## src/include/conv_acc_defines.svh

```systemverilog
`ifndef CONV_ACC_DEFINES_SVH
`define CONV_ACC_DEFINES_SVH

// ==============================
// Widths and buffer geometry
// ==============================
`define DATA_W     32
`define ADDR_W     12
`define IN_DEPTH   256  // A in lower half, B in upper half.
`define IN_AW      8
`define OUT_DEPTH  16
`define OUT_AW     4

// ==============================
// Address map
// ==============================
`define RGN_REG    2'd0  // paddr[11:10].
`define RGN_IN     2'd1
`define RGN_OUT    2'd2
`define REG_CTRL   10'h000
`define REG_LEN    10'h004
`define REG_STATUS 10'h008

`endif

```

## src/design/conv_acc_pkg.sv

```systemverilog
`default_nettype none

package conv_acc_pkg;

  // Job opcodes, CTRL bits 2:1.
  typedef enum logic [1:0] {
    OP_SUM = 2'd0,
    OP_DOT = 2'd1,
    OP_MAX = 2'd2
  } op_e;

  // Owner of the input SRAM.
  typedef enum logic [2:0] {
    W_IDLE   = 3'd0,
    W_BUS    = 3'd1,
    W_ENGINE = 3'd2
  } wrap_state_e;

  typedef enum logic [2:0] {
    E_IDLE       = 3'd0,
    E_WAIT_GRANT = 3'd1,
    E_READ_A     = 3'd2,
    E_READ_B     = 3'd3,  // Dot only.
    E_ACCUM      = 3'd4,
    E_WRITE      = 3'd5
  } eng_state_e;

endpackage

`default_nettype wire

```

## src/design/mac_engine.sv

```systemverilog
`timescale 1ns/1ps
`default_nettype none

`include "conv_acc_defines.svh"

module mac_engine (
  input  logic                 clk,
  input  logic                 rst,
  input  logic                 start_i,
  input  conv_acc_pkg::op_e    op_i,
  input  logic [`IN_AW-1:0]    len_i,
  input  logic                 eng_gnt_i,
  input  logic [`DATA_W-1:0]   eng_rdata_i,
  output logic                 eng_req_o,
  output logic [`IN_AW-1:0]    eng_addr_o,
  output logic                 busy_o,
  output logic                 done_o,
  output logic                 res_we_o,
  output logic [`DATA_W-1:0]   res_data_o
);

  conv_acc_pkg::eng_state_e state_q, state_d;
  conv_acc_pkg::op_e        op_q;

  logic [`IN_AW-1:0]     idx_q;
  logic [`IN_AW-1:0]     last_idx_q;
  logic                  last;
  logic                  done_q;
  logic                  start_ok;
  logic [`DATA_W-1:0]    acc_q, acc_d;
  logic [`DATA_W-1:0]    a_q;  // Operand A for dot.
  logic [`DATA_W-1:0]    prod;  // Low half of the product.

  assign last     = (idx_q == last_idx_q);
  assign start_ok = (state_q == conv_acc_pkg::E_IDLE) && start_i;
  assign prod     = a_q * eng_rdata_i;

  always_comb begin
    state_d = state_q;
    case (state_q)
      conv_acc_pkg::E_IDLE:       if (start_i) state_d = conv_acc_pkg::E_WAIT_GRANT;
      conv_acc_pkg::E_WAIT_GRANT: if (eng_gnt_i) state_d = conv_acc_pkg::E_READ_A;
      conv_acc_pkg::E_READ_A: begin
        state_d = (op_q == conv_acc_pkg::OP_DOT) ? conv_acc_pkg::E_READ_B
                                                 : conv_acc_pkg::E_ACCUM;
      end
      conv_acc_pkg::E_READ_B: state_d = conv_acc_pkg::E_ACCUM;
      conv_acc_pkg::E_ACCUM:  state_d = last ? conv_acc_pkg::E_WRITE : conv_acc_pkg::E_READ_A;
      conv_acc_pkg::E_WRITE:  state_d = conv_acc_pkg::E_IDLE;
      default:                state_d = conv_acc_pkg::E_IDLE;
    endcase
  end

  // ==============================
  // Reduction
  // ==============================
  always_comb begin
    case (op_q)
      conv_acc_pkg::OP_DOT: acc_d = acc_q + prod;
      conv_acc_pkg::OP_MAX: begin
        acc_d = (idx_q == '0 || $signed(eng_rdata_i) > $signed(acc_q)) ? eng_rdata_i : acc_q;
      end
      default: acc_d = acc_q + eng_rdata_i;  // Wraps mod 2^32.
    endcase
  end

  always_ff @(posedge clk, posedge rst) begin
    if (rst) begin
      state_q    <= conv_acc_pkg::E_IDLE;
      op_q       <= conv_acc_pkg::OP_SUM;
      idx_q      <= '0;
      last_idx_q <= '0;
      done_q     <= 1'b0;
    end else begin
      state_q <= state_d;
      if (start_ok) begin
        op_q       <= op_i;
        idx_q      <= '0;
        last_idx_q <= (len_i == '0) ? '0 : len_i - 1'b1;  // Zero length runs once.
        done_q     <= 1'b0;
      end
      if (state_q == conv_acc_pkg::E_ACCUM) idx_q <= idx_q + 1'b1;
      if (state_q == conv_acc_pkg::E_WRITE) done_q <= 1'b1;
    end
  end

  always_ff @(posedge clk) begin
    if (start_ok) acc_q <= '0;
    else if (state_q == conv_acc_pkg::E_ACCUM) acc_q <= acc_d;
    if (state_q == conv_acc_pkg::E_READ_B) a_q <= eng_rdata_i;
  end

  // Held until the last operand has been read.
  assign eng_req_o = (state_q == conv_acc_pkg::E_WAIT_GRANT) ||
                     (state_q == conv_acc_pkg::E_READ_A) ||
                     (state_q == conv_acc_pkg::E_READ_B) ||
                     (state_q == conv_acc_pkg::E_ACCUM && !last);
  assign eng_addr_o = (state_q == conv_acc_pkg::E_READ_B) ? {1'b1, idx_q[`IN_AW-2:0]}
                                                          : idx_q;
  assign busy_o     = (state_q != conv_acc_pkg::E_IDLE);
  assign done_o     = done_q;
  assign res_we_o   = (state_q == conv_acc_pkg::E_WRITE);
  assign res_data_o = acc_q;

endmodule

`default_nettype wire

```

## config.mk

```make
export PLATFORM = sky130hd
export DESIGN_NAME = mac_engine
export DESIGN_NICKNAME = d
export VERILOG_FILES = /design/src/design/conv_acc_pkg.sv /design/src/design/mac_engine.sv
export VERILOG_INCLUDE_DIRS = /design/src /design/src/include
export SDC_FILE = /design/constraint.sdc
export NUM_CORES = 2
export LEC_CHECK = 0
export BUFFER_PORTS_ARGS = -buffer_cell sky130_fd_sc_hd__buf_2
export CAP_MARGIN = 20
export CORE_ASPECT_RATIO = 0.75
export CORE_MARGIN = 1
export CORE_UTILIZATION = 50
export DETAILED_ROUTE_END_ITERATION = 8
export PLACE_DENSITY = 0.78
export SLEW_MARGIN = 20
export SYNTH_ARGS = -nofsm -noshare
export SYNTH_HDL_FRONTEND = slang
export SYNTH_SLANG_ARGS = --single-unit
```

## constraint.sdc

```tcl
create_clock -name clk -period 12.35 [get_ports clk]
set_input_delay 0.6175 -clock clk [delete_from_list [all_inputs] [get_ports clk]]
set_output_delay 0.6175 -clock clk [all_outputs]
set_load 0.02 [all_outputs]
```

* Yosys cells after proc, flatten, opt, wreduce, memory -nomap -nowiden
Index checks and enable logic that the tools add are counted.
** Operators by class
- Add/subtract/negate cells :: 4
- Multipliers :: 1
- Magnitude comparators :: 1
- Equality and inequality tests :: 11
- Muxes and demuxes :: 13
- Reduce and logical (&&, ||, !) cells :: 15
** Operators with widths (count)
- 32-bit adder :: 2
- 32-bit case mux with 2 select lines :: 1
- 32-bit greater-than comparator :: 1
- 32-bit by 32-bit multiplier with 32-bit output :: 1
- 32-bit 2-to-1 mux :: 1
- 8-bit 2-to-1 mux :: 4
- 8-bit zero test :: 2
- 3-bit case mux with 5 select lines :: 1
- 3-bit 2-to-1 mux :: 4
- 8-bit by 1-bit adder with 8-bit output (second input constant) :: 1
- 8-bit equality test :: 1
- 8-bit by 1-bit subtractor with 8-bit output (second input constant) :: 1
- 3-bit by 2-bit equality test with 1-bit output (second input constant) :: 2
- 3-bit equality test (second input constant) :: 2
- 2-bit inequality test (second input constant) :: 3
- 1-bit logical OR :: 4
- 2-bit AND reduction :: 2
- 2-bit nonzero test :: 2
- 3-bit by 1-bit equality test with 1-bit output (second input constant) :: 1
- 3-bit zero test :: 1
- 3-bit nonzero test :: 1
- 2-bit by 1-bit equality test with 1-bit output (second input constant) :: 1
- 2-bit equality test (second input constant) :: 1
- 1-bit logical AND :: 2
- 2 further kinds :: 3
** Storage, ports and cells
- Bits in registers :: 86
- Input port bits :: 46
- Output and inout port bits :: 44
- Word-level logic and storage cells :: 52

* Longest topological paths before layout
- Depth in word-level cells :: 4
- Gate-level depth with buffers :: 30
- Gate-level depth less buffers :: 28

* Worst setup path after synthesis
No wires, ideal clock.
- Path kind :: input-to-reg
- Start :: input port eng_rdata_i[3]
- End :: register acc_q[30], in the netlist res_data_o[30]
- Library setup time :: 0.117 ns
- Arrival time :: 7.310 ns
- Data required time :: 12.233 ns
- Slack :: 4.922 ns
- Cell stages on the path :: 28
- Cells stage by stage :: clkbuf_1 clkbuf_1 and2_1 fa_1 inv_1 fa_1 inv_1 fa_1 inv_1 fa_1 inv_1 fa_1 fa_1 fa_1 inv_1 fa_1 inv_1 ha_1 a21o_1 a21o_1 a21o_1 or3_1 nor3_1 a21oi_1 a31oi_1 xor2_1 o21ai_0 a32o_1
** Between the ends
- Word-level cells in the longest chain between the ends :: 4
** Ends and longest elaborated chain
- start, declared :: RTL line mac_engine.sv:13 : input logic [`DATA_W-1:0] eng_rdata_i,
- branches (longest 4 deep; another with 32-bit by 32-bit multiplier with 32-bit output)
- end signal, assigned :: RTL line mac_engine.sv:88 : if (start_ok) acc_q <= '0;
- end signal, assigned :: RTL line mac_engine.sv:89 : else if (state_q == conv_acc_pkg::E_ACCUM) acc_q <= acc_d;
- end, declared :: RTL line mac_engine.sv:30 : logic [`DATA_W-1:0] acc_q, acc_d;
Several ways; the timed one is not identified.
A chain may end at the register's enable or synchronous reset.

* Worst setup path in the final report
- Start :: register a_q[8]
- End :: register acc_q[30], in the netlist res_data_o[30]
** Between the ends
- Word-level cells in the longest chain between the ends :: 3
** Ends and longest elaborated chain
- start, declared :: RTL line mac_engine.sv:31 : logic [`DATA_W-1:0] a_q;
- start signal, assigned :: RTL line mac_engine.sv:90 : if (state_q == conv_acc_pkg::E_READ_B) a_q <= eng_rdata_i;
- 32-bit by 32-bit multiplier with 32-bit output :: RTL line mac_engine.sv:36 : assign prod = a_q * eng_rdata_i;
- 32-bit adder :: RTL line mac_engine.sv:59 : conv_acc_pkg::OP_DOT: acc_d = acc_q + prod;
- 32-bit case mux with 2 select lines :: RTL line mac_engine.sv:58 : case (op_q)
No other way between the ends.

==> metrics.md <==
| Metric | Value |
|---|---|
| Grt ovf | `0` |
| Cell variety after synth | `71` |
| Pre-antenna DRT Iters | `6` |
| Antenna violations before repair | `0` |
| Multi-input gate area | `18290 um2` |
| Final cycle utilization of the critical path | `66.09%` |
| Setup Skew | `12.46 ps` |
| Synth Register Bits | `between 80 and 90` |
| Synthesized area | `22990 um2` |
| Commonest non-fill, non-tap cells in the layout | `inv_1, fa_1, and2_1` |
| Die W | `249.6 um` |
| Clk_lat worst skew | `380 ps` |
| Postcts setup bufs | `0` |
| WP data required | `approximately 13000 ps` |
| I/O pins | `90` |
| Status | `finished clean` |
| Post-synth ARST share | `between 20% and 30%` |
| CP Class | `reg -> reg` |
| IO buf count | `89` |
| Final Routed Wirelength | `between 60000 and 70000 um` |
| Register area | `2152 um2` |
| ANT nets after route | `0` |
| CP startpoint kind | `register` |
| Syn_area_per_cell | `about 9 um2` |
| Residual DRC | `0` |
| Layout cells sized above 1 | `5.433%` |
| Highest Clock Rate | `122.5 MHz` |
| Post-synth EDFFs | `32` |
| Final Slew Violations | `0` |
| Main synth FF type | `edfxtp_1` |
| CORE AREA | `roughly 45000 um2` |
| CTS tree | `done` |
| Measured slew at the worst slew-check pin | `between 1000 and 1500 ps` |
| Clock Sink Count | `86` |
| Hold/Removal Path Class | `in -> async` |
| Syn Nets | `3263` |
| Non-Filler Instances | `approximately 3200` |
| Routed vias | `18020` |
| Antenna diode count | `0` |
| Placed cell areas | `23770 um2` |
| Clock-pin slew on the worst setup and hold paths | `roughly 70 ps` |
| Yosys synthesis warning count | `0` |
| Detailed placement HPWL | `49270 um` |
| Clock Path Buffers | `2` |
| Filler cells | `3988` |
| Final instance area | `24080 um2` |
| Cts repair resizes | `0` |
| Fin. Hold Viols | `0` |
| Root Driver | `clkbuf_16` |
| Fin Setup TNS | `0 ps` |
| Finish-stage setup viols | `0` |
| Largest net degree at the start of global routing | `60` |
| DR WL/cell | `20.47 um` |
| Commonest non-fill, non-tap cell in the layout | `inv_1` |
| Critical Path AT | `8430 ps` |
| Initial drt markers | `1451` |
| Tmin final | `8162 ps` |
| # hold bufs at CTS | `0` |
| CTS H-tree depth | `3` |
| Final estimated routing congestion in global placement | `0.9572` |
| Overall Global Routing Usage | `28.64%` |
| Total clock buffers created by CTS | `9` |
| DIE AREA | `46860 um2` |
| Initial core utilization | `51.08%` |
| Cells after Synth | `2586` |
| Crit. End Element | `register` |
| Layout area overhead | `4.729%` |
| Unrepaired setup endpoints after global routing | `no` |
| First-pass GRT wire length | `103500 um` |
| Max-cap violations | `0` |
| # rows | `67` |
| Die extent in y | `187.7 um` |
| Seq/Total Area, Yosys | `9.360%` |
| Relative slew slack | `20.96%` |
| Final nets | `about 3200` |
| Vias in the first global route | `19000` |
| CP max FO | `24` |
| Placed cell count | `3147` |
| Vias/cell | `5.696` |
[worst paths after layout]
path                       slack (ps)  cells after the start              to    start
max                              4190                     26  res_data_o[30]   a_q[8]
min                               400                      2        idx_q[3]      rst
max reg2reg                      4190                     26  res_data_o[30]   a_q[8]
min reg2reg                       480                      1          done_o   done_o
max in group asynchronous       11430                      2   last_idx_q[6]      rst
min in group clk                  450                      3         op_q[1]  op_i[1]
[Yosys cell counts (all sizes together) (18+ instances only)]
cell type,number,area [um2]
inv,546,2049
nor2,75,281.5
nand3,19,95.09
dfxtp,32,640.6
edfxtp,32,960.9
clkbuf,114,429.2
a21oi,85,436.7
a221oi,25,219.0
xor2,32,280.3
nand2,269,1010
nor3,18,90.09
fa,439,8788
o21ai,63,319.0
ha,192,2402
dfrtp,22,550.5
xnor2,83,727.0
and2,321,2008
a21o,22,166.4
[metrics by stage]
step           util (%)  hold WS, ps  worst slack [ps]
2_1_floorplan         -        469.2              4922
6_report          53.49        401.9              4188
3_3_place_gp      52.81        452.1              4301
5_1_grt           53.49        465.9              3897
4_1_cts           53.49        439.1              4348
3_5_place_dp      52.81        464.2              4063
[flip-flops by register name (all words and copies together) (netlist names)]
signal and count:
a_q 32, done_o 1, idx_q 8, last_idx_q 8
op_q 2, res_data_o 32, state_q 3
[logic make-up (layout without fill, tap and decap cells)]
group | Yosys count | in the layout | synth area share (%)
muxes | 7 | 7 | 0.3156
adders and majority gates | 631 | 631 | 48.67
xor gates and xnor gates | 116 | 116 | 4.478
DFF | 86 | 86 | 9.360
buffers and inverters | 675 | 666 | 11.18
AOI/OAI and AO/OA | 307 | 307 | 9.049
and+or+nand+nor | 764 | 764 | 16.95
[layer usage]
metal	vias to the layer above	GRT usage [%]	part of all wire, %
met3	147	5.927	9.8
met1	9097	38.66	41
li1	7871	-	-
met2	903	45.54	46
met4	0	10.54	3.6
met5	-	0	0
[area by class of cell]
| type | instances | area share [%] |
|---|---|---|
| inverter | 547 | 8.526 |
| timing repair buffer | 103 | 2.286 |
| multi-input combinational | 1825 | 75.94 |
| clock buffer | 13 | 1.174 |
| tap | 586 | 3.045 |
| clock inverter | 3 | 0.09353 |
| sequential | 86 | 8.937 |
[critical path, stage by stage, from the launching register on]
cell	delay (ps)
edfxtp_1	1140
nand2_1	190
fa_1	440
inv_1	70
fa_1	430
fa_1	510
inv_1	50
fa_1	470
inv_1	60
fa_1	510
inv_1	60
fa_1	520
inv_1	50
fa_1	470
inv_1	50
fa_1	480
inv_1	40
ha_1	360
nand3_1	110
or2_2	330
a211oi_1	460
nor2_1	200
a21oi_1	340
a31oi_1	170
xor2_1	150
o21ai_0	100
a32o_1	290
Power is not shown: default switching activity piles up to over one toggle a cycle in this logic, so the estimate is an artifact.
