File: src/include/conv_acc_defines.svh
`ifndef CONV_ACC_DEFINES_SVH
`define CONV_ACC_DEFINES_SVH

// ==============================
// Widths and buffer geometry
// ==============================
`define DATA_W     32
`define ADDR_W     12
`define IN_DEPTH   256  // A in lower half, B in upper half.
`define IN_AW      8
`define OUT_DEPTH  16
`define OUT_AW     4

// ==============================
// Address map
// ==============================
`define RGN_REG    2'd0  // paddr[11:10].
`define RGN_IN     2'd1
`define RGN_OUT    2'd2
`define REG_CTRL   10'h000
`define REG_LEN    10'h004
`define REG_STATUS 10'h008

`endif

File: src/design/buffer_sram.sv
`timescale 1ns/1ps
`default_nettype none

`include "conv_acc_defines.svh"

module buffer_sram #(
  parameter int DEPTH = `IN_DEPTH,
  parameter int WIDTH = `DATA_W
) (
  input  logic                     clk,
  input  logic                     cs_i,
  input  logic                     we_i,
  input  logic [$clog2(DEPTH)-1:0] addr_i,
  input  logic [WIDTH-1:0]         wdata_i,
  output logic [WIDTH-1:0]         rdata_o
);

  localparam int AW = $clog2(DEPTH);

  logic [WIDTH-1:0] mem [DEPTH];
  logic [AW-1:0]    addr;

  assign addr = addr_i;

  always_ff @(posedge clk) begin
    if (cs_i && we_i) begin
      mem[addr] <= wdata_i;
    end else if (cs_i) begin
      rdata_o <= mem[addr];  // One cycle read latency.
    end
  end

endmodule

`default_nettype wire

File: src/design/output_result_buffer.sv
`timescale 1ns/1ps
`default_nettype none

`include "conv_acc_defines.svh"

module output_result_buffer (
  input  logic                 clk,
  input  logic                 rst,
  input  logic                 res_we_i,
  input  logic [`DATA_W-1:0]   res_data_i,
  input  logic [`OUT_AW-1:0]   rd_addr_i,
  output logic [`DATA_W-1:0]   rd_data_o
);

  logic [`OUT_AW-1:0] wr_ptr_q;
  logic [`OUT_AW-1:0] sram_addr;

  // ==============================
  // Result ring
  // ==============================
  always_ff @(posedge clk, posedge rst) begin
    if (rst) begin
      wr_ptr_q <= '0;
    end else if (res_we_i) begin
      wr_ptr_q <= wr_ptr_q + 1'b1;  // Wraps at OUT_DEPTH.
    end
  end

  // Result write takes the port over a bus read.
  assign sram_addr = res_we_i ? wr_ptr_q : rd_addr_i;

  buffer_sram #(
    .DEPTH (`OUT_DEPTH),
    .WIDTH (`DATA_W)
  ) u_out_sram (
    .clk     (clk),
    .cs_i    (1'b1),
    .we_i    (res_we_i),
    .addr_i  (sram_addr),
    .wdata_i (res_data_i),
    .rdata_o (rd_data_o)
  );

endmodule

`default_nettype wire

File: config.mk
export PLATFORM = sky130hd
export DESIGN_NAME = output_result_buffer
export DESIGN_NICKNAME = d
export VERILOG_FILES = /design/src/design/buffer_sram.sv /design/src/design/output_result_buffer.sv
export VERILOG_INCLUDE_DIRS = /design/src /design/src/include
export SDC_FILE = /design/constraint.sdc
export NUM_CORES = 1
export LEC_CHECK = 0
export ABC_AREA = 1
export BUFFER_PORTS_ARGS = -buffer_cell sky130_fd_sc_hd__buf_2
export CORE_MARGIN = 2
export CORE_UTILIZATION = 30
export CTS_CLUSTER_DIAMETER = 50
export DETAILED_ROUTE_END_ITERATION = 6
export GPL_TIMING_DRIVEN = 0
export PLACE_DENSITY = 0.43
export SLEW_MARGIN = 15
export SYNTH_ARGS = -nofsm -noshare
export SYNTH_HDL_FRONTEND = slang
export SYNTH_SLANG_ARGS = --single-unit
File: constraint.sdc
create_clock -name clk -period 4.45 [get_ports clk]
set_input_delay 0.2225 -clock clk [delete_from_list [all_inputs] [get_ports clk]]
set_output_delay 0.2225 -clock clk [all_outputs]
set_load 0.1 [all_outputs]
After elaboration in Yosys (flattened, before gate mapping)
Memories as Yosys holds them, arrays and structs flattened. A register that Yosys moved wholly into a read port is not among the register bits.
Index checks and enable logic that the tools add are counted.
W data, S select, Z words.
Cells by class
  bitwise logic cells: 0
  div/mod/pow operators: 0
  multiplexer cells: 3
  equality and inequality tests: 0
  magnitude comparators: 0
  $add $sub $neg: 1
  shifts and indexed selects: 0
  multiply operators: 0
  reduce and logical (&&, ||, !) cells: 1
Operators with widths (number)
  $add A4 B1 Y4 const B: 1
  $mux W4: 1
  $mux W1: 2
  $logic_not A1 Y1: 1
Storage, ports and cells
  output and inout bits: 32
  RAM bits: 512
  bits in read-only memories: 0
  word-level logic and storage cells: 7
  register bits: 4
  memories kept: 1
  latch bits: 0
Memories
  u_out_sram.mem: words 16, width 32, rd ports 1, clocked after memory_dff 1, write ports 1, line buffer_sram.sv:20  | logic [WIDTH-1:0] mem [DEPTH];

Longest topological paths before layout
Gate-level depths: netlist of the first run.
  depth in word-level cells: 2
  depth in mapped cells: 13
  mapped depth without buffers: 11

Modules after synthesis
A second synthesis of the first run with hierarchy kept.
Second synthesis, totals
  cell total of the unflattened synthesis: 2150
  area, all modules: 22783.1 um^2
Modules (own cells, without submodules)
  buffer_sram: sequential area each 16335.7 um^2, instances 1, cells each 2117, area an instance 22549.1 um^2
  output_result_buffer: sequential area each 100.1 um^2, instances 1, cells each 33, area an instance 234.0 um^2

Worst setup path before layout of the first run
OpenSTA, ideal clock, no wires.
  kind: input -> register
  from: in res_we_i
  to: mem u_out_sram.mem[15][0] (netlist name), enable pin
  stages on the path: 7
  buffers on the path: 2
  arrival time: 2739 ps
  slack: 1288 ps
  data required time: 4027 ps
  library setup time: 423 ps
  path through: inv_2 nand2_4 nand2_4 buf_4 buf_2 nand3_2 nor2_1
Between the ends
  longest elaborated chain between the ends: 2
Ends and longest elaborated chain
  start, declared: line output_result_buffer.sv:9  | input logic res_we_i,
  $mux W1: line buffer_sram.sv:26  | if (cs_i && we_i) begin
  $mux W1 (not written as such): line buffer_sram.sv:27  | mem[addr] <= wdata_i;
  end, declared: line buffer_sram.sv:20
Parallel ways exist; a longest one is shown, timed or not.

Final worst setup path of the first run
  from: reg wr_ptr_q[2]
  to: mem u_out_sram.mem[3][21] (netlist name), enable pin
Between the ends
  longest elaborated chain between the ends: 1
Ends and longest elaborated chain
  start, declared: line output_result_buffer.sv:15  | logic [`OUT_AW-1:0] wr_ptr_q;
  start signal, assigned: line output_result_buffer.sv:25  | wr_ptr_q <= wr_ptr_q + 1'b1;
  $mux W4: line output_result_buffer.sv:30  | assign sram_addr = res_we_i ? wr_ptr_q : rd_addr_i;
Every way passes these cells.

==> metrics.txt, run 1 <==
status=finished clean; Critical Path RT=4.75 ns; P&R area growth vs syn=21.42%; input/output buffers=70; min Tclk post-route=3.045 ns; initial antenna violation count=1; WS Path Type=flop to flop; crit path from=wr_ptr_q[2]$_DFFE_PP0P_; dpl hpwl=46940 um; die footprint=79170 um^2; Buf/Inv on CP=3; Reg clk slew, reported paths=0.06 ns; DRC Markers=0; Post-Place Cells=3293; CP Max Fanout=17; Final GP Congestion=0.7820; ANT cells=0; Vias per Instance=4.581; DR WL/cell=20.62 um; max incr delay on CP=0.63 ns; Top-Level Pins=71; global route overflow=0; Syn Std Cell Area=23080 um^2; post-CTS sizing=0; reg-to-reg critical path endpoint=u_out_sram.mem[3][21]$_DFFE_PP_; TritonCTS clock tree=built; Post-Syn Nets=2211; CTS Buf Count=75; maximum capacitance violations=0; Reg area=16440 um^2; # setup viols final=0; Initial Util=0.3034; worst-path cell chain=nand2_1 > nand2_2 > nor2_1 > buf_2 > inv_1 > nor2_4 > buf_12; period utilization=0.6842; largest net degree at the start of global routing=38; Clock Path Buffers=3; VDD IR max=0.3820 mV; clock sinks=548; area of the core=76080 um^2; most common cell after layout, fill and taps aside=nand2_1; global-route usage over all layers=0.1825; clock skew=0.02406 ns; maximum clock frequency=328.4 MHz; vias in the first global route=15840; commonest non-fill, non-tap cells in the layout=1135 x nand2_1, 544 x edfxtp_1, 257 x nand3_1; Crit. path cell count=7; post-synth cell types=21; share of layout cells above drive strength 1=0.1347; hold violation count in the final report=0; Synth Instances=2171; drt first pass iters=5; Syn Area/Cell=10.63 um^2; Detail Route Antenna Nets=0; multi-input logic area=5847 um^2; delay-heaviest family, CP=simple AND/OR/NAND/NOR gates; Seq cells post-synth=548; 1st-iter DRT viols=1013; postcts setup bufs=0; Chip Height=281.4 um; first-pass GRT wire length=104700 um; worst r2r src=wr_ptr_q[2]$_DFFE_PP0P_; CTS Root Cell=clkbuf_16; end point of the critical path=u_out_sram.mem[3][21]$_DFFE_PP_; H-tree Lvls=3; Slew @ Worst Pin=0.8575 ns; Routed Wire Length=71140 um; fill cell count=7651; Slew Limit Fails=0; clk_lat worst skew=0.62 ns; Yosys warnings=0; # hold bufs at CTS=24; Vias=15800; pwr dens=528.4 nW/um^2; leakage power=11.52 nW; slowest stage cell on the critical path=nor2_4; max_slew headroom=0.4283; fin nets=2404; fin cells=3450; # rows=101; die width=281.4 um; Critical Path AT=3.35 ns; element type at the critical path end=flop; worst min path class=primary input to flop; hold slack=0.01923 ns; post-synthesis sequential area ratio=0.7121; Critical Path Start Type=flop; RSZ-0062 raised after global routing=false; FF-to-FF path depth=7; R2R setup slack=1.41 ns
[synthesized netlist by cell type]
cell      count  share of area
dfrtp_1       4         0.0043
ha_1          1        0.00054
buf_4        20         0.0065
nor2_1       19         0.0031
nor2_2        1        0.00027
nand3_1     257          0.056
a21oi_1       1        0.00022
buf_1         6        0.00098
buf_2        76          0.016
clkinv_1      1        0.00016
inv_1        74          0.012
nand2_4       3         0.0015
nand2_2       3        0.00081
xor2_1        1        0.00038
o21ai_2       1        0.00038
o21ai_0       1        0.00022
edfxtp_1    544           0.71
nand3_2       1        0.00043
clkbuf_1     20         0.0033
nand2_1    1135           0.18
inv_2         2        0.00033
[routing by layer]
metal  track usage  vias up  wire (um)  share of wire
met5             0        -          0              0
met4       0.07188        0       2391          0.034
met3       0.03207      124       3839          0.054
met2        0.2915      426      32560           0.46
met1        0.2471     7649      32350           0.45
li1              -     7605          -              -
[worst min-delay path by stage]
stage | slack, ns | depth (start not counted) | end | startpoint
2_1_floorplan | -0.01 | 1 | wr_ptr_q[0]$_DFFE_PP0P_ | rst
3_3_place_gp | 0.13 | 2 | wr_ptr_q[2]$_DFFE_PP0P_ | rst
3_5_place_dp | 0.14 | 2 | wr_ptr_q[2]$_DFFE_PP0P_ | rst
4_1_cts | 0.001 | 1 | u_out_sram.mem[7][6]$_DFFE_PP_ | res_data_i[6]
5_1_grt | 0.02 | 1 | u_out_sram.mem[7][6]$_DFFE_PP_ | res_data_i[6]
6_report | 0.02 | 1 | u_out_sram.mem[9][23]$_DFFE_PP_ | res_data_i[23]
[flip-flops by register name, summed over array words and instances, names as in the netlist]
register,cells
wr_ptr_q,4
u_out_sram.mem,512
u_out_sram.rdata_o,32
[power by group]
group          total, mW  switching, mW  internal (mW)
Clock               5.84           2.31           3.53
Combinational       2.84           2.20          0.643
Sequential          6.13         0.0708           6.06
[worst register-to-register path: cells and delay by family, from the launching register on]
kind / cells / cell delay (ns)
buffers and inverters: 3 / 0.96
DFF: 1 / 0.39
and+or+nand+nor: 4 / 1.35
[area by class of cell]
type / instances / share of cell area
clock buffers: 89 / 0.07037
well taps: 1030 / 0.04599
multi-input cells: 1424 / 0.2086
flip-flops and latches: 548 / 0.5865
clock inverters: 44 / 0.01540
repair buffers: 116 / 0.04027
plain buffers: 122 / 0.02241
inverters: 77 / 0.01040
[cells by family (layout without fill, tap and decap cells)]
group,count (synthesis),count (layout),synth area share
AND/OR/NAND/NOR,1419,1419,0.2464
flip-flops,548,548,0.7121
XOR/XNOR,1,1,0.0003796
buffers and inverters,199,448,0.03974
AO/OA/AOI/OAI,3,3,0.0008128
adder cells (fa/ha/maj),1,1,0.0005420
[stage by stage]
step                TNS [ns]  instance area (um^2)  power, mW    util  setup slack (ns)
floorplan                  0                 23080      8.050       -             1.288
global placement     -659.03                 24720      9.000  0.3249            -1.943
detailed placement         0                 25380      9.107  0.3336            0.8634
CTS                        0                 28020      14.99  0.3684             1.417
global route               0                 28020      15.43  0.3684             1.265
finish                     0                 28020      14.81  0.3684             1.405
Note: power is estimated with default switching activity, not from simulation.
==> run 2: changes to the inputs <==
- clock period: 4.45 -> 2.94 ns (I/O delays scaled with it)
==> run 2 against run 1 <==
  * Design area grew 0.66%
  * Combinational power grew 53%
  * Count of clock-buffer cells in the layout shrank 1
  * Critical path type unchanged
  * Clock skew grew 0.0099 ns
  * Worst hold slack gained 0.052 ns
  * Clock power grew 52%
  * Non-clock buffer count grew 16
  * Wire length grew 1.1%
  * Highest routed layer unchanged
  * Critical endpoint is now u_out_sram.mem[11][15]$_DFFE_PP_
==> metrics.txt, run 2 (synthesis results as in run 1) <==
leakage power=11.61 nW (+0.78%); TritonCTS clock tree=built; Initial Util=0.3034 (unchanged); Critical Path Start Type=flop; Vias per Instance=4.584 (about the same); Fin Setup TNS=0 ns (unchanged); Finished Cell Area=28210 um^2 (+0.66%); DRC Markers=0 (unchanged); Routed Wire Length=71910 um (+1.1%); die width=281.4 um (unchanged); Buf/Inv on CP=3 (unchanged); P&R area growth vs syn=22.22%; clock sinks=548 (unchanged); fill cell count=7678 (+0.35%); CTS Root Cell=clkbuf_16; CTS Buf Count=74 (-1.3%); # rows=101 (unchanged); clock skew=0.03397 ns (+0.009901 ns); fin nets=2419 (+0.62%); worst-path cell chain=nand2_4 > nand2_4 > buf_4 > buf_2 > nand3_2 > nor2_4 > buf_12; Vias=15870 (+0.42%); Layout Utilization=0.3708 (+0.002417); 1st-iter DRT viols=1091 (+7.7%); Chip Height=281.4 um (unchanged); worst min path class=primary input to flop; most common cell after layout, fill and taps aside=nand2_1; die footprint=79170 um^2 (unchanged); Reg area=16440 um^2 (unchanged); status=finished clean; Critical Path AT=3.07 ns (-0.28 ns); max incr delay on CP=0.53 ns (-0.10 ns); share of layout cells above drive strength 1=0.1369 (+0.002214); pwr dens=797.9 nW/um^2 (+51%); Slew Limit Fails=0 (unchanged); placed instance area=25340 um^2 (-0.17%); Critical Path RT=3.25 ns (-1.50 ns); WS Path Type=flop to flop; global-route usage over all layers=0.1833 (+0.0007198); maximum capacitance violations=0 (unchanged); maximum clock frequency=362.1 MHz (+10%); Top-Level Pins=71 (unchanged); DR WL/cell=20.77 um (+0.73%); Final GP Congestion=0.7692 (-1.6%); global route overflow=0 (unchanged); VDD IR max=0.3495 mV (-8.5%); ANT cells=0 (unchanged); Detail Route Antenna Nets=0 (unchanged); largest registers=u_out_sram.mem: 512 flops, u_out_sram.rdata_o: 32 flops, wr_ptr_q: 4 flops; Reg clk slew, reported paths=0.05 ns (about the same); most used cell, CP=nand2_4; Clock Path Buffers=3 (unchanged); Place WS=-0.5610 ns (-1.424 ns); Largest Register=u_out_sram.mem; largest net degree at the start of global routing=38 (unchanged); commonest non-fill, non-tap cells in the layout=1135 x nand2_1, 544 x edfxtp_1, 257 x nand3_1; max_slew headroom=0.3882 (-0.04017); first-pass GRT wire length=104600 um (-0.13%); final worst setup slack=0.1780 ns (-1.227 ns); CP Max Fanout=20 (+3); element type at the critical path end=flop; multi-input logic area=5847 um^2 (unchanged); PnR Total Power=22.51 mW (+52%); min Tclk post-route=2.762 ns (-0.2828 ns); hold violation count in the final report=0 (unchanged); drt first pass iters=7 (+2); hold slack=0.07170 ns (+0.05247 ns); vias in the first global route=15650 (-1.2%); RSZ-0062 raised after global routing=false; initial antenna violation count=0 (-1); H-tree Lvls=3 (unchanged); area of the core=76080 um^2 (unchanged); # setup viols final=0 (unchanged); dpl hpwl=46870 um (-0.14%); period utilization=0.9394 (+0.2552); max reg flops=512 (unchanged); fin cells=3462 (+0.35%); delay-heaviest family, CP=simple AND/OR/NAND/NOR gates; input/output buffers=70 (unchanged); slowest stage cell on the critical path=nor2_4; Post-Place Cells=3292 (-0.030%); Slew @ Worst Pin=0.9177 ns (+0.06025 ns); clk_lat worst skew=0.62 ns (about the same)
-- run 2: where the power goes --
part	internal (mW)	switching [mW]
Combinational	0.998	3.35
Sequential	9.17	0.108
Clock	5.39	3.49
-- run 2: area by class of cell --
cell class | count | area share
flip-flops and latches | 548 | 0.5827
multi-input cells | 1424 | 0.2073
clock buffers | 88 | 0.06902
repair buffers | 132 | 0.04613
well taps | 1030 | 0.04569
plain buffers | 122 | 0.02227
clock inverters | 41 | 0.01650
inverters | 77 | 0.01042
-- run 2: repair_timing --
item | 4_1_cts | 5_1_grt
setup buffers | 5 | 2
hold buffers | 34 | 0
endpoints found under the hold margin | 516 | 0
endpoints found under the setup margin | 65 | 53
cloned | 0 | 0
resized for setup | 0 | 1
pin swaps | 4 | 1
-- run 2: worst paths after layout --
path                       slack, ns                     from  depth (start not counted)                               end
max                             0.18  wr_ptr_q[0]$_DFFE_PP0P_                          7  u_out_sram.mem[11][15]$_DFFE_PP_
min                             0.07                 res_we_i                          4           wr_ptr_q[1]$_DFFE_PP0P_
max reg2reg                     0.18  wr_ptr_q[0]$_DFFE_PP0P_                          7  u_out_sram.mem[11][15]$_DFFE_PP_
min reg2reg                     0.51  wr_ptr_q[2]$_DFFE_PP0P_                          2           wr_ptr_q[2]$_DFFE_PP0P_
max in group asynchronous       2.25                      rst                          4           wr_ptr_q[1]$_DFFE_PP0P_
min in group asynchronous       0.51                      rst                          4           wr_ptr_q[2]$_DFFE_PP0P_
-- run 2: metal layers --
metal / track usage / up-vias / part of all wire
li1: - / 7640 / -
met1: 0.2486 / 7710 / 0.45
met2: 0.2978 / 420 / 0.47
met3: 0.03281 / 100 / 0.056
met4: 0.05892 / 0 / 0.023
met5: 0 / - / 0
-- run 2: worst register-to-register path, delay by kind of cell, from the launching register on --
family / cells / cell delay (ns)
buffers and inverters: 3 / 0.83
DFF: 1 / 0.45
and+or+nand+nor: 4 / 1.16
