## src/include/conv_acc_defines.svh

```systemverilog
`ifndef CONV_ACC_DEFINES_SVH
`define CONV_ACC_DEFINES_SVH

// ==============================
// Widths and buffer geometry
// ==============================
`define DATA_W     32
`define ADDR_W     12
`define IN_DEPTH   256  // A in lower half, B in upper half.
`define IN_AW      8
`define OUT_DEPTH  16
`define OUT_AW     4

// ==============================
// Address map
// ==============================
`define RGN_REG    2'd0  // paddr[11:10].
`define RGN_IN     2'd1
`define RGN_OUT    2'd2
`define REG_CTRL   10'h000
`define REG_LEN    10'h004
`define REG_STATUS 10'h008

`endif

```

## src/design/conv_acc_pkg.sv

```systemverilog
`default_nettype none

package conv_acc_pkg;

  // Job opcodes, CTRL bits 2:1.
  typedef enum logic [1:0] {
    OP_SUM = 2'd0,
    OP_DOT = 2'd1,
    OP_MAX = 2'd2
  } op_e;

  // Owner of the input SRAM.
  typedef enum logic [2:0] {
    W_IDLE   = 3'd0,
    W_BUS    = 3'd1,
    W_ENGINE = 3'd2
  } wrap_state_e;

  typedef enum logic [2:0] {
    E_IDLE       = 3'd0,
    E_WAIT_GRANT = 3'd1,
    E_READ_A     = 3'd2,
    E_READ_B     = 3'd3,  // Dot only.
    E_ACCUM      = 3'd4,
    E_WRITE      = 3'd5
  } eng_state_e;

endpackage

`default_nettype wire

```

## src/design/apb_reg_decode.sv

```systemverilog
`timescale 1ns/1ps
`default_nettype none

`include "conv_acc_defines.svh"

module apb_reg_decode (
  input  logic                    clk,
  input  logic                    rst,
  input  logic                    psel_i,
  input  logic                    penable_i,
  input  logic                    pwrite_i,
  input  logic [`ADDR_W-1:0]      paddr_i,
  input  logic [`DATA_W-1:0]      pwdata_i,
  output logic [`DATA_W-1:0]      prdata_o,
  output logic                    pready_o,
  output logic                    pslverr_o,
  output logic                    bus_in_req_o,
  output logic                    bus_in_we_o,
  output logic [`IN_AW-1:0]       bus_in_addr_o,
  output logic [`DATA_W-1:0]      bus_in_wdata_o,
  input  logic [`DATA_W-1:0]      bus_in_rdata_i,
  input  logic                    bus_in_busy_i,
  output logic [`OUT_AW-1:0]      out_addr_o,
  input  logic [`DATA_W-1:0]      out_rdata_i,
  output logic                    start_o,
  output conv_acc_pkg::op_e       op_o,
  output logic [`IN_AW-1:0]       len_o,
  input  logic                    busy_i,
  input  logic                    done_i
);

  logic                 access;
  logic                 acc_q;   // Second access cycle.
  logic                 err_q;   // Input buffer refused.
  logic                 wr_done;
  logic                 in_rgn;
  logic [1:0]           region;
  logic [9:0]           offset;
  logic [`DATA_W-1:0]   rd_mux;
  conv_acc_pkg::op_e    op_q;
  logic [`IN_AW-1:0]    len_q;
  logic                 start_q;

  assign region  = paddr_i[`ADDR_W-1:`ADDR_W-2];
  assign offset  = paddr_i[`ADDR_W-3:0];
  assign in_rgn  = (region == `RGN_IN);
  assign access  = psel_i & penable_i;
  assign pready_o  = access & acc_q;
  assign pslverr_o = pready_o & err_q;
  assign wr_done   = pready_o & pwrite_i;

  // Refused accesses never reach the wrapper in their last cycle.
  assign bus_in_req_o   = access & in_rgn & ~(acc_q & err_q);
  assign bus_in_we_o    = pwrite_i;
  assign bus_in_addr_o  = paddr_i[`IN_AW+1:2];
  assign bus_in_wdata_o = pwdata_i;
  assign out_addr_o     = paddr_i[`OUT_AW+1:2];

  assign start_o = start_q;
  assign op_o    = op_q;
  assign len_o   = len_q;

  always_ff @(posedge clk, posedge rst) begin
    if (rst) begin
      acc_q   <= 1'b0;
      err_q   <= 1'b0;
      start_q <= 1'b0;
      op_q    <= conv_acc_pkg::OP_SUM;
      len_q   <= '0;
    end else begin
      acc_q   <= access & ~acc_q;
      if (access && !acc_q) begin
        err_q <= in_rgn & bus_in_busy_i;  // Sampled in the first access cycle.
      end
      start_q <= wr_done && (region == `RGN_REG) && (offset == `REG_CTRL) &&
                 pwdata_i[0] && !busy_i;
      if (wr_done && region == `RGN_REG) begin
        case (offset)
          `REG_CTRL: op_q  <= conv_acc_pkg::op_e'(pwdata_i[2:1]);
          `REG_LEN:  len_q <= pwdata_i[`IN_AW-1:0];
          default: ;
        endcase
      end
    end
  end

  // ==============================
  // Read data select
  // ==============================
  always_comb begin
    rd_mux = '0;
    case (region)
      `RGN_REG: begin
        case (offset)
          `REG_CTRL:   rd_mux[2:1] = op_q;
          `REG_LEN:    rd_mux[`IN_AW-1:0] = len_q;
          `REG_STATUS: rd_mux[1:0] = {done_i, busy_i};
          default: ;
        endcase
      end
      `RGN_IN:  if (!err_q) rd_mux = bus_in_rdata_i;
      `RGN_OUT: rd_mux = out_rdata_i;
      default: ;
    endcase
  end

  assign prdata_o = pready_o ? rd_mux : '0;

endmodule

`default_nettype wire

```

## config.mk

```make
export PLATFORM = sky130hd
export DESIGN_NAME = apb_reg_decode
export DESIGN_NICKNAME = d
export VERILOG_FILES = /design/src/design/conv_acc_pkg.sv /design/src/design/apb_reg_decode.sv
export VERILOG_INCLUDE_DIRS = /design/src /design/src/include
export SDC_FILE = /design/constraint.sdc
export NUM_CORES = 1
export LEC_CHECK = 0
export BUFFER_PORTS_ARGS = -buffer_cell sky130_fd_sc_hd__buf_2
export CAP_MARGIN = 10
export CORE_AREA = 2 2 79 81
export CTS_BUF_LIST = sky130_fd_sc_hd__clkbuf_4 sky130_fd_sc_hd__clkbuf_8
export DETAILED_ROUTE_END_ITERATION = 16
export DIE_AREA = 0 0 81 83
export PLACE_DENSITY_LB_ADDON = 0.25
export SYNTH_ARGS = -nofsm -noshare
export SYNTH_HDL_FRONTEND = slang
export SYNTH_SLANG_ARGS = --single-unit
export TNS_END_PERCENT = 10
```

## constraint.sdc

```tcl
create_clock -name clk -period 2.66 [get_ports clk]
set_input_delay 0.266 -clock clk [delete_from_list [all_inputs] [get_ports clk]]
set_output_delay 0.266 -clock clk [all_outputs]
set_load 0.02 [all_outputs]
```

Word level (Yosys, flattened, before mapping)
Index checks and enable logic that the tools add are counted.
{"block": "totals", "reg_bits": 13, "inputBits": 116, "out_inout_bits": 91, "wordCells": 39}
{"block": "classes", "eq_ne": 4, "muxes": 8, "bitwise_logic": 11, "n_reduce_logical": 11}
{"cell": "two-way mux 32 bit", "count": 2}
{"cell": "one-hot mux 24 bit (2 select lines)", "count": 1}
{"cell": "one-hot mux 8 bit (3 select lines)", "count": 1}
{"cell": "equality test 10 x 3 -> 1 bit, second input constant", "count": 1}
{"cell": "equality test 10 x 4 -> 1 bit, second input constant", "count": 1}
{"cell": "logical NOT 10 bit", "count": 1}
{"cell": "AND 1 bit", "count": 9}
{"cell": "logical AND 1 bit", "count": 5}
{"cell": "two-way mux 5 bit", "count": 1}
{"cell": "one-hot mux 1 bit (2 select lines)", "count": 2}
{"cell": "AND reduction 2 bit", "count": 2}
{"cell": "one-hot mux 1 bit (3 select lines)", "count": 1}
{"cell": "equality test 2 x 1 -> 1 bit, second input constant", "count": 1}
{"cell": "equality test 2 bit, second input constant", "count": 1}
{"cell": "logical NOT 1 bit", "count": 2}
{"cell": "logical NOT 2 bit", "count": 1}
{"cell": "NOT 1 bit", "count": 2}

Depth between registers and ports, before layout
Gate-level depths: netlist of run 1.
{"block": "logic_depth", "depth_word": 7, "mapped_depth": 8, "mapped_depth_nobuf": 5}

Worst setup path after synthesis of run 1
OpenSTA, ideal clock, no wires.
{"block": "synth_timing", "path_type": "input to output", "start": "in paddr_i[11]", "end": "out prdata_o[11]", "arrival_time_ns": 1.554, "required_time_ns": 2.394, "slack_ns": 0.840, "cell_stages": 8, "n_path_buf": 3, "cell_sequence": "inv_1 ha_1 buf_2 nor2b_1 buf_2 clkbuf_1 a22oi_1 nor2_1"}
{"block": "synth_between", "elab_chain_len": 3, "word_cells_on_any_way": 4, "classes_between": "2 x eq/ne; 2 x mux"}
{"item": "start, declared", "line_no": "apb_reg_decode.sv:12", "source": "input logic [`ADDR_W-1:0] paddr_i,"}
{"item": "equality test 2 bit / equality test 2 x 1 -> 1 bit (equally long branches)", "line_no": "apb_reg_decode.sv:92", "source": "case (region)"}
{"item": "one-hot mux 24 bit (2 select lines) *", "line_no": "apb_reg_decode.sv:92"}
{"item": "two-way mux 32 bit *", "line_no": "apb_reg_decode.sv:107", "source": "assign prdata_o = pready_o ? rd_mux : '0;"}
{"item": "end, declared", "line_no": "apb_reg_decode.sv:14", "source": "output logic [`DATA_W-1:0] prdata_o,"}
Mark *: on every way between the ends. The rest lies on a longest branch, timed or not.

Worst setup path in the final report of run 1
{"block": "layout_timing", "start": "reg acc_q", "end": "out prdata_o[18]"}
{"block": "layout_between", "elab_chain_len": 2}
{"item": "start, declared", "line_no": "apb_reg_decode.sv:33", "source": "logic acc_q;"}
{"item": "start signal, assigned", "line_no": "apb_reg_decode.sv:71", "source": "acc_q <= access & ~acc_q;"}
{"item": "AND 1 bit", "line_no": "apb_reg_decode.sv:48", "source": "assign pready_o = access & acc_q;"}
{"item": "two-way mux 32 bit", "line_no": "apb_reg_decode.sv:107"}
No other way between the ends.

==> results.sh, run 1 <==
export IMPL_cp_depth=4
export IMPL_finalMaxSlewViolations=0
export IMPL_syn_area_sq_um=1629
export IMPL_final_antenna_net_count=0
export IMPL_required_ns=2.39
export IMPL_cts_sinks=13
export IMPL_critPathCaptureType="primary output"
export IMPL_critPathLaunchType="flop"
export IMPL_die_width_microns=81
export IMPL_synth_distinct_cells=33
export IMPL_hold_violations=0
export IMPL_fin_crit_sh=0.8794
export IMPL_worst_pin_slew_ns=0.7576
export IMPL_place_congestion=0.7384
export IMPL_post_place_ws_ns=0.4830
export IMPL_seq_area_frac_synth=0.1997
export IMPL_globalRouteTotalUtil=0.1508
export IMPL_avgSynthCellArea_sq_um=8.025
export IMPL_skew_ns=0.002854
export IMPL_vdd_drop_max_v=0.0002915
export IMPL_io_pins=207
export IMPL_cts_hold_buf=0
export IMPL_grt_busiest_layer="met2"
export IMPL_synth_nets=323
export IMPL_p_leak_nw=1.213
export IMPL_route_detailed_drc=0
export IMPL_maxCapViolCount=0
export IMPL_ctsResizeCount=0
export IMPL_status="completed"
export IMPL_path_clk_slew_ns=0.06
export IMPL_synthArstFlopShare=1.000
export IMPL_met1_usage=0.1776
export IMPL_ys_ff_latch=13
export IMPL_cts_setup_buffers=0
export IMPL_grt_overflow_total=0
export IMPL_vias_per_cell=4.863
export IMPL_hold_class="primary input to async pin"
export IMPL_num_antenna_cells=0
export IMPL_tritoncts="done"
export IMPL_synth_edf_count=0
export IMPL_critPathMaxStageDelay_ns=0.54
export IMPL_rows=28
export IMPL_start_util=0.2801
export IMPL_critPathMaxFanout=24
export IMPL_final_cell_mix="buf_2, a22oi_1, nor2_1"
export IMPL_crit_chain="and3_1 -> nand2_1 -> nor2_1 -> buf_2"
export IMPL_die_area_sq_um=6723
export IMPL_drtIter0Drc=54
export IMPL_grt_max_degree=27
export IMPL_relSlewSlack=0.4937
export IMPL_num_vias=1877
export IMPL_critPathTopFamily="simple AND/OR/NAND/NOR gates"
export IMPL_layout_commonest_cell="buf_2"
export IMPL_firstDrtPassIters=4
export IMPL_clock_tree_buffer_depth=2
export IMPL_drive_gt1_frac=0.5820
export IMPL_powerDensity_nw_per_um2=266.3
export IMPL_timing_critical_path_buf_inv=1
export IMPL_clock_latency_ns=0.24
export IMPL_nets=432
export IMPL_routed_wl_microns=5534
export IMPL_antenna_found_initial=0
export IMPL_io_buffer_count=158
export IMPL_coreArea_sq_um=5816
export IMPL_synth_flop_cell="dfrtp_1"
export IMPL_cp_slowest_cell="nand2_1"
export IMPL_worst_r2r_cell_count=3
export IMPL_finalCriticalPeriod_ns=2.339
export IMPL_crit_type="flop to primary output"
export IMPL_numCtsBuffers=3
export IMPL_setup_ws_ns=0.3207
export IMPL_setup_viol=0
export IMPL_wl_per_cell_microns=14.34
export IMPL_area_growth_pct=35.48
export IMPL_rsz0062_at_grt="false"
export IMPL_max_freq_mhz=427.5
export IMPL_crit_arrival_ns=2.07
export IMPL_grt_pass1_vias=1648
export IMPL_clock_root_buffer="clkbuf_8"
export IMPL_grt_use_met3=0.03043
export IMPL_cts_max_level=1
export IMPL_synthCells=203
export IMPL_grt_pass1_wl_microns=8135
export IMPL_place_detailed_hpwl_microns=4606
export IMPL_met2_usage=0.2787
export IMPL_tns_ns=0
export IMPL_yosys_warnings=0
export IMPL_die_height_microns=83
==> state kept, by name (all words and copies together), names as in the netlist <==
| name | count |
|---|---|
| len_o | 8 |
| op_o | 2 |
| acc_q | 1 |
| err_q | 1 |
| start_o | 1 |
==> report_power, final <==
group | internal (mW) | switching (mW)
Clock | 0.103 | 0.0728
Combinational | 0.0962 | 0.111
Sequential | 0.200 | 0.00433
Total | 0.400 | 0.188
==> final timing paths <==
kind,slack (ns),startpoint,end
max,0.32,acc_q,prdata_o[18]
min,0.05,rst,op_o[0]
max reg2reg,1.11,acc_q,len_o[0]
min reg2reg,0.52,len_o[2],len_o[2]
max in group asynchronous,2.27,rst,acc_q
min in group clk,0.27,pwdata_i[5],len_o[5]
==> per-stage QoR <==
step                utilization  area (sq um)  cells  power (mW)  hold WS (ns)
detailed placement       0.3716          2161    382      0.4163        0.3183
CTS                      0.3795          2207    386      0.5973       0.05176
finish                   0.3795          2207    386      0.5878       0.04602
global placement         0.3716          2161    382      0.4146        0.3227
floorplan                     -          1629    203      0.3770        0.1430
global route             0.3795          2207    386      0.6257       0.09812
==> logic make-up after synthesis <==
group,share of synthesized area
compound gates,0.1920
simple gates,0.2489
buf+inv,0.2465
flops,0.1997
mux,0.08218
fa+ha+maj,0.03072
==> layout make-up <==
class / instances / area (sq um)
repair buffers: 161 / 825.8
fillers: 649 / 3608
flip-flops and latches: 13 / 325.3
multi-input cells: 130 / 904.6
clock inverters: 1 / 5.005
inverters: 3 / 11.26
well taps: 75 / 93.84
clock buffers: 3 / 41.29
==> layer usage <==
layer / part of all wire / routed length [microns]
met1: 0.38 / 2077
met2: 0.53 / 2929
met3: 0.090 / 498
met4: 0.0049 / 27
met5: 0 / 0
==> cell usage after synthesis, types with 2 or more instances <==
cell type	number	area, sq um
buf_4	45	337.8
a22oi_1	27	202.7
nor2_1	26	97.59
dfrtp_1	13	325.3
nand2_1	13	48.80
mux2_2	11	123.9
nand4_1	8	50.05
a21oi_1	6	30.03
clkbuf_1	6	22.52
nand3b_1	6	45.04
buf_2	5	25.02
o21bai_1	5	37.54
ha_1	4	50.05
nor2b_1	4	25.02
inv_1	3	11.26
and4b_1	2	20.02
nor4_4	2	42.54
o31ai_1	2	15.01
(Power assumes the default switching activity.)
==> run 2: changes to the inputs <==
- ABC_AREA: not set -> 1
- CORE_AREA: 2 2 79 81 -> 2 2 81 83
- DIE_AREA: 0 0 81 83 -> 0 0 83 85
==> run 2 against run 1 <==
  * Combinational power up 8%
  * Clock power rose by 3%
  * Sequential power about the same
  * Count of clock-buffer cells in the layout is the same
  * Power grew 3.2%
  * Sequential share of layout area down 0.75 points
  * Largest power group unchanged
  * Clock skew rose by 0.0059 ns
  * Critical endpoint is now prdata_o[16]
  * Non-clock buffer count is 4 higher
  * Worst hold slack lost 0.0018 ns
==> results.sh, run 2 <==
export IMPL_required_ns=2.39
export IMPL_syn_area_sq_um=1762
export IMPL_yosys_warnings=0
export IMPL_synthSimpleGateAreaFrac=0.2635
export IMPL_r2r_start="acc_q"
export IMPL_coreArea_sq_um=6205
export IMPL_critPathCaptureType="primary output"
export IMPL_synth_distinct_cells=25
export IMPL_critPathLaunchType="flop"
export IMPL_synth_top_area_cell="buf_4"
export IMPL_synth_edf_count=0
export IMPL_synthCells=254
export IMPL_drive_gt1_frac=0.5166
export IMPL_topRoutingLayerUsed="met4"
export IMPL_drtIter0Drc=81
export IMPL_synth_nets=374
export IMPL_cts_hold_buf=0
export IMPL_worst_pin_slew_ns=0.5300
export IMPL_setup_viol=0
export IMPL_maxCapViolCount=0
export IMPL_die_width_microns=83
export IMPL_route_detailed_drc=0
export IMPL_nets=483
export IMPL_final_cell_area_sq_um=2326
export IMPL_die_height_microns=85
export IMPL_wl_met1_microns=2471
export IMPL_synth_flop_cell="dfrtp_1"
export IMPL_r2r_setup_slack_ns=1.30
export IMPL_start_util=0.2839
export IMPL_synth_most_common_cell="nand2_1"
export IMPL_synthArstFlopShare=1.000
export IMPL_grt_pass1_vias=1788
export IMPL_hold_violations=0
export IMPL_final_cell_count_no_fill=439
export IMPL_crit_type="flop to primary output"
export IMPL_ctsResizeCount=0
export IMPL_endpoint="prdata_o[16]"
export IMPL_grt_pass1_wl_microns=8983
export IMPL_grt_overflow_total=0
export IMPL_clock_tree_buffer_depth=2
export IMPL_numCtsBuffers=3
export IMPL_layout_commonest_cell="buf_2"
export IMPL_skew_ns=0.008756
export IMPL_wl_per_cell_microns=13.08
export IMPL_numPlacedInstances=435
export IMPL_fin_crit_sh=0.7430
export IMPL_critPathMaxFanout=22
export IMPL_io_pins=207
export IMPL_num_vias=2008
export IMPL_worst_r2r_cell_count=5
export IMPL_seq_area_frac_synth=0.1847
export IMPL_synthMuxAreaShare=0
export IMPL_synth_compound_gate_area_share=0.2053
export IMPL_yosys_top_cells_area="buf_4, dfrtp_1, a32o_1"
export IMPL_vias_per_cell=4.574
export IMPL_routed_wl_microns=5742
export IMPL_tns_ns=0
export IMPL_antenna_found_initial=0
export IMPL_rows=29
export IMPL_vdd_drop_max_v=0.0001290
export IMPL_globalRouteTotalUtil=0.1543
export IMPL_place_congestion=0.7676
export IMPL_yosys_area_top_type_share=0.1960
export IMPL_cts_sinks=13
export IMPL_synth_top_family_by_area="buffers and inverters"
export IMPL_cts_max_level=1
export IMPL_finalCriticalPeriod_ns=1.976
export IMPL_firstDrtPassIters=4
export IMPL_rsz0062_at_grt="false"
export IMPL_largest_register_ffs=8
export IMPL_ys_ff_latch=13
export IMPL_placed_area_sq_um=2280
export IMPL_avgSynthCellArea_sq_um=6.936
export IMPL_io_buffer_count=158
export IMPL_final_antenna_net_count=0
export IMPL_finalMaxSlewViolations=0
export IMPL_wl_met2_microns=2831
export IMPL_synth_commonest_cells="nand2_1, buf_4, inv_1, a32o_1, nand3_1"
export IMPL_wl_met3_microns=402
export IMPL_grt_max_degree=26
export IMPL_relSlewSlack=0.6463
export IMPL_clock_root_buffer="clkbuf_8"
export IMPL_place_detailed_hpwl_microns=4626
export IMPL_crit_arrival_ns=1.71
export IMPL_powerDensity_nw_per_um2=260.7
export IMPL_p_leak_nw=1.485
export IMPL_crit_start="err_q"
export IMPL_cts_setup_buffers=0
export IMPL_tritoncts="done"
export IMPL_area_growth_pct=32.03
export IMPL_max_freq_mhz=506.0
export IMPL_clock_latency_ns=0.25
export IMPL_hold_class="primary input to async pin"
export IMPL_synth_xor_area_share=0
export IMPL_die_area_sq_um=7055
export IMPL_status="completed"
export IMPL_synthAdderAreaFrac=0.02841
export IMPL_num_antenna_cells=0
export IMPL_path_clk_slew_ns=0.07
export IMPL_r2r_end="len_o[1]"
export IMPL_final_cell_mix="buf_2, nand2_1, inv_1"
## run 2: per-stage QoR
| step | hold slack, ns | util | setup slack (ns) | total power, mW |
|---|---|---|---|---|
| finish | 0.04420 | 0.3749 | 0.6835 | 0.6063 |
| global route | 0.08313 | 0.3749 | 0.5495 | 0.6496 |
| CTS | 0.06198 | 0.3749 | 0.6720 | 0.6143 |
| detailed placement | 0.3366 | 0.3674 | 0.7331 | 0.4296 |
| global placement | 0.3270 | 0.3674 | 0.7581 | 0.4280 |
| floorplan | 0.1430 | - | 1.020 | 0.3947 |
## run 2: cell families after synthesis
kind of cell,count (synthesis)
buf+inv,98
simple gates,98
compound gates,41
flops,13
fa+ha+maj,4
## run 2: layout make-up
class                           count  area, sq um
Fill cell                         692         3879
Multi-Input combinational cell    143        875.8
Timing Repair Buffer              165        843.3
Sequential cell                    13        325.3
Inverter                           37        138.9
Tap cell                           77        96.34
Clock buffer                        3        41.29
Clock inverter                      1        5.005
## run 2: power by group
part | internal (mW) | total (mW) | switching, mW
clock | 0.104 | 0.182 | 0.0786
sequential | 0.200 | 0.201 | 0.00132
combinational | 0.101 | 0.223 | 0.122
## run 2: worst min-delay path by stage
stage / to / slack [ns]
finish: start_o / 0.04
global route: start_o / 0.08
CTS: op_o[1] / 0.06
detailed placement: op_o[1] / 0.34
global placement: start_o / 0.33
floorplan: acc_q / 0.14
## run 2: layer usage
metal,GRT usage,vias to the layer above
met1,0.1986,902
met2,0.2676,86
li1,-,1010
met3,0.02918,10
met4,0.03726,0
met5,0,-
## run 2: critical path, cell delays in order, from the launching register on
cell and delay, ns:
dfrtp_1 0.37, inv_1 0.31, buf_4 0.33, a32o_1 0.19, nand2_1 0.05, inv_1 0.06, buf_2 0.16
==> run 3: changes to the inputs <==
- clock period: 2.66 -> 1.6 ns (I/O delays scaled with it)
==> run 3 against run 2 <==
  * Wire length is 2.5% higher
  * Count of clock-buffer cells in the layout did not move
  * Core utilization grew 3.3 points
  * Global-route usage decreased by 0.21 points
  * First-iteration DRC count shrank 17%
  * Combinational power increased by 88%
  * Via count rose by 1.2%
  * Clock skew down 0.0081 ns
  * Die area is the same
  * Register-to-register slack worse by 1.0 ns
  * Design area up 8.7%
  * Power grew 73%
==> results.sh, run 3 (synthesis results as in run 2) <==
export IMPL_num_antenna_cells=0
export IMPL_post_place_ws_ns=0.08941
export IMPL_p_seq_frac=0.320
export IMPL_rows=29
export IMPL_maxCapViolCount=0
export IMPL_critPathTopFamily="buffers and inverters"
export IMPL_crit_arrival_ns=1.39
export IMPL_utilization=0.4075
export IMPL_grt_pass1_wl_microns=9025
export IMPL_setup_ws_ns=0.05272
export IMPL_globalRouteTotalUtil=0.1522
export IMPL_power_switching_mw=0.3378
export IMPL_hold_class="primary input to flop"
export IMPL_internal_power_mw=0.7088
export IMPL_final_cell_mix="buf_2, nand2_1, inv_1"
export IMPL_path_clk_slew_ns=0.06
export IMPL_cp_depth=6
export IMPL_power_mw=1.047
export IMPL_largest_register_ffs=8
export IMPL_worst_pin_slew_ns=0.5128
export IMPL_clock_root_buffer="clkbuf_8"
export IMPL_status="completed"
export IMPL_pwr_share_clk=0.279
export IMPL_grt_pass1_vias=1839
export IMPL_finalMaxSlewViolations=0
export IMPL_grt_overflow_total=0
export IMPL_layout_commonest_cell="buf_2"
export IMPL_min_path_cells=2
export IMPL_critPathLaunchType="flop"
export IMPL_max_freq_mhz=646.3
export IMPL_io_pins=207
export IMPL_coreArea_sq_um=6205
export IMPL_place_detailed_hpwl_microns=4761
export IMPL_cp_slowest_cell="dfrtp_1"
export IMPL_switching_share=0.3227
export IMPL_relSlewSlack=0.6578
export IMPL_critPathMaxStageDelay_ns=0.36
export IMPL_die_width_microns=83
export IMPL_rsz0062_at_grt="true"
export IMPL_area_growth_pct=43.54
export IMPL_route_detailed_drc=0
export IMPL_drive_gt1_frac=0.5378
export IMPL_clock_tree_buffer_depth=2
export IMPL_crit_chain="inv_2 -> buf_12 -> a32o_2 -> a21oi_2 -> nor2_1 -> buf_4"
export IMPL_crit_type="flop to primary output"
export IMPL_routed_wl_microns=5884
export IMPL_setup_viol=0
export IMPL_required_ns=1.44
export IMPL_final_cell_count_no_fill=447
export IMPL_worst_r2r_cell_count=6
export IMPL_p_leak_nw=1.552
export IMPL_die_height_microns=85
export IMPL_critPathMaxFanout=13
export IMPL_antenna_found_initial=0
export IMPL_io_buffer_count=158
export IMPL_fin_crit_sh=0.9670
export IMPL_tritoncts="done"
export IMPL_vdd_drop_max_v=0.0003776
export IMPL_cts_max_level=1
export IMPL_start_util=0.2839
export IMPL_die_area_sq_um=7055
export IMPL_place_congestion=0.7712
export IMPL_fill_cells=687
export IMPL_num_vias=2033
export IMPL_firstDrtPassIters=4
export IMPL_drtIter0Drc=67
export IMPL_powerDensity_nw_per_um2=413.9
export IMPL_numPlacedInstances=440
export IMPL_skew_ns=0.0007042
export IMPL_grt_max_degree=26
export IMPL_critPathCaptureType="primary output"
export IMPL_hold_violations=0
export IMPL_nets=491
export IMPL_tns_ns=0
export IMPL_numCtsBuffers=3
export IMPL_cts_sinks=13
export IMPL_final_antenna_net_count=0
export IMPL_wl_per_cell_microns=13.16
export IMPL_finalCriticalPeriod_ns=1.547
export IMPL_clock_latency_ns=0.24
export IMPL_combPwrFrac=0.400
export IMPL_vias_per_cell=4.548
export IMPL_timing_critical_path_buf_inv=3
run 3: cell types whose count changed in the layout (fill, tap and decap cells not counted), moves of 3 or more:
cell | previous run | this run
buf_4 | 7 | 27
buf_12 | 0 | 3
buf_6 | 0 | 4
buf_2 | 158 | 137
run 3: worst reg2reg max path, stage by stage, from the launching register on:
cell and delay [ns]:
dfrtp_1 0.36, nand2_2 0.07, buf_4 0.16, nor2_4 0.12, nand2_1 0.26, nand2_1 0.16
o21ai_2 0.06
run 3: layout make-up:
type | count | area, sq um | share of cell area
clock buffer | 3 | 41.29 | 0.01633
timing repair buffer | 173 | 1028 | 0.4067
sequential | 13 | 325.3 | 0.1286
clock inverter | 1 | 5.005 | 0.001979
tap | 77 | 96.34 | 0.03810
multi-input combinational | 143 | 893.4 | 0.3533
inverter | 37 | 138.9 | 0.05492
run 3: final timing paths:
path | from | end | slack [ns]
worst max-delay path | err_q | prdata_o[2] | 0.05
worst min-delay path | busy_i | start_o | 0.1
worst max register to register | acc_q | len_o[2] | 0.30
worst min register to register | op_o[0] | op_o[0] | 0.52
max in group asynchronous | rst | len_o[6] | 0.75
min in group asynchronous | rst | start_o | 0.51
run 3: metal layers:
layer  wire (microns)  global-route usage  up-vias
li1                 -                   -     1028
met1             2440              0.1911      914
met2             2952              0.2691       77
met3              427             0.03405       14
met4               64             0.02981        0
met5                0                   0        -
run 3: power by group through the flow:
stage | clock (mW) | sequential [mW] | combinational (mW)
CTS | 0.298 | 0.335 | 0.402
global placement | 0 | 0.341 | 0.392
finish | 0.293 | 0.335 | 0.419
floorplan | 0 | 0.341 | 0.316
global route | 0.320 | 0.335 | 0.456
detailed placement | 0 | 0.341 | 0.397
run 3: metrics by stage:
step / instance area [sq um] / hold WS [ns]
CTS: 2419 / 0.09820
finish: 2529 / 0.09596
global placement: 2355 / 0.2127
floorplan: 1762 / 0.03696
global route: 2529 / 0.1167
detailed placement: 2355 / 0.2206
run 3: timing repair:
item / CTS / global route
endpoints found under the hold margin: 13 / 0
gates resized for setup: 2 / 30
setup endpoints to repair: 5 / 30
cloned: 0 / 1
setup buffers: 0 / 1
hold buffers: 1 / 0
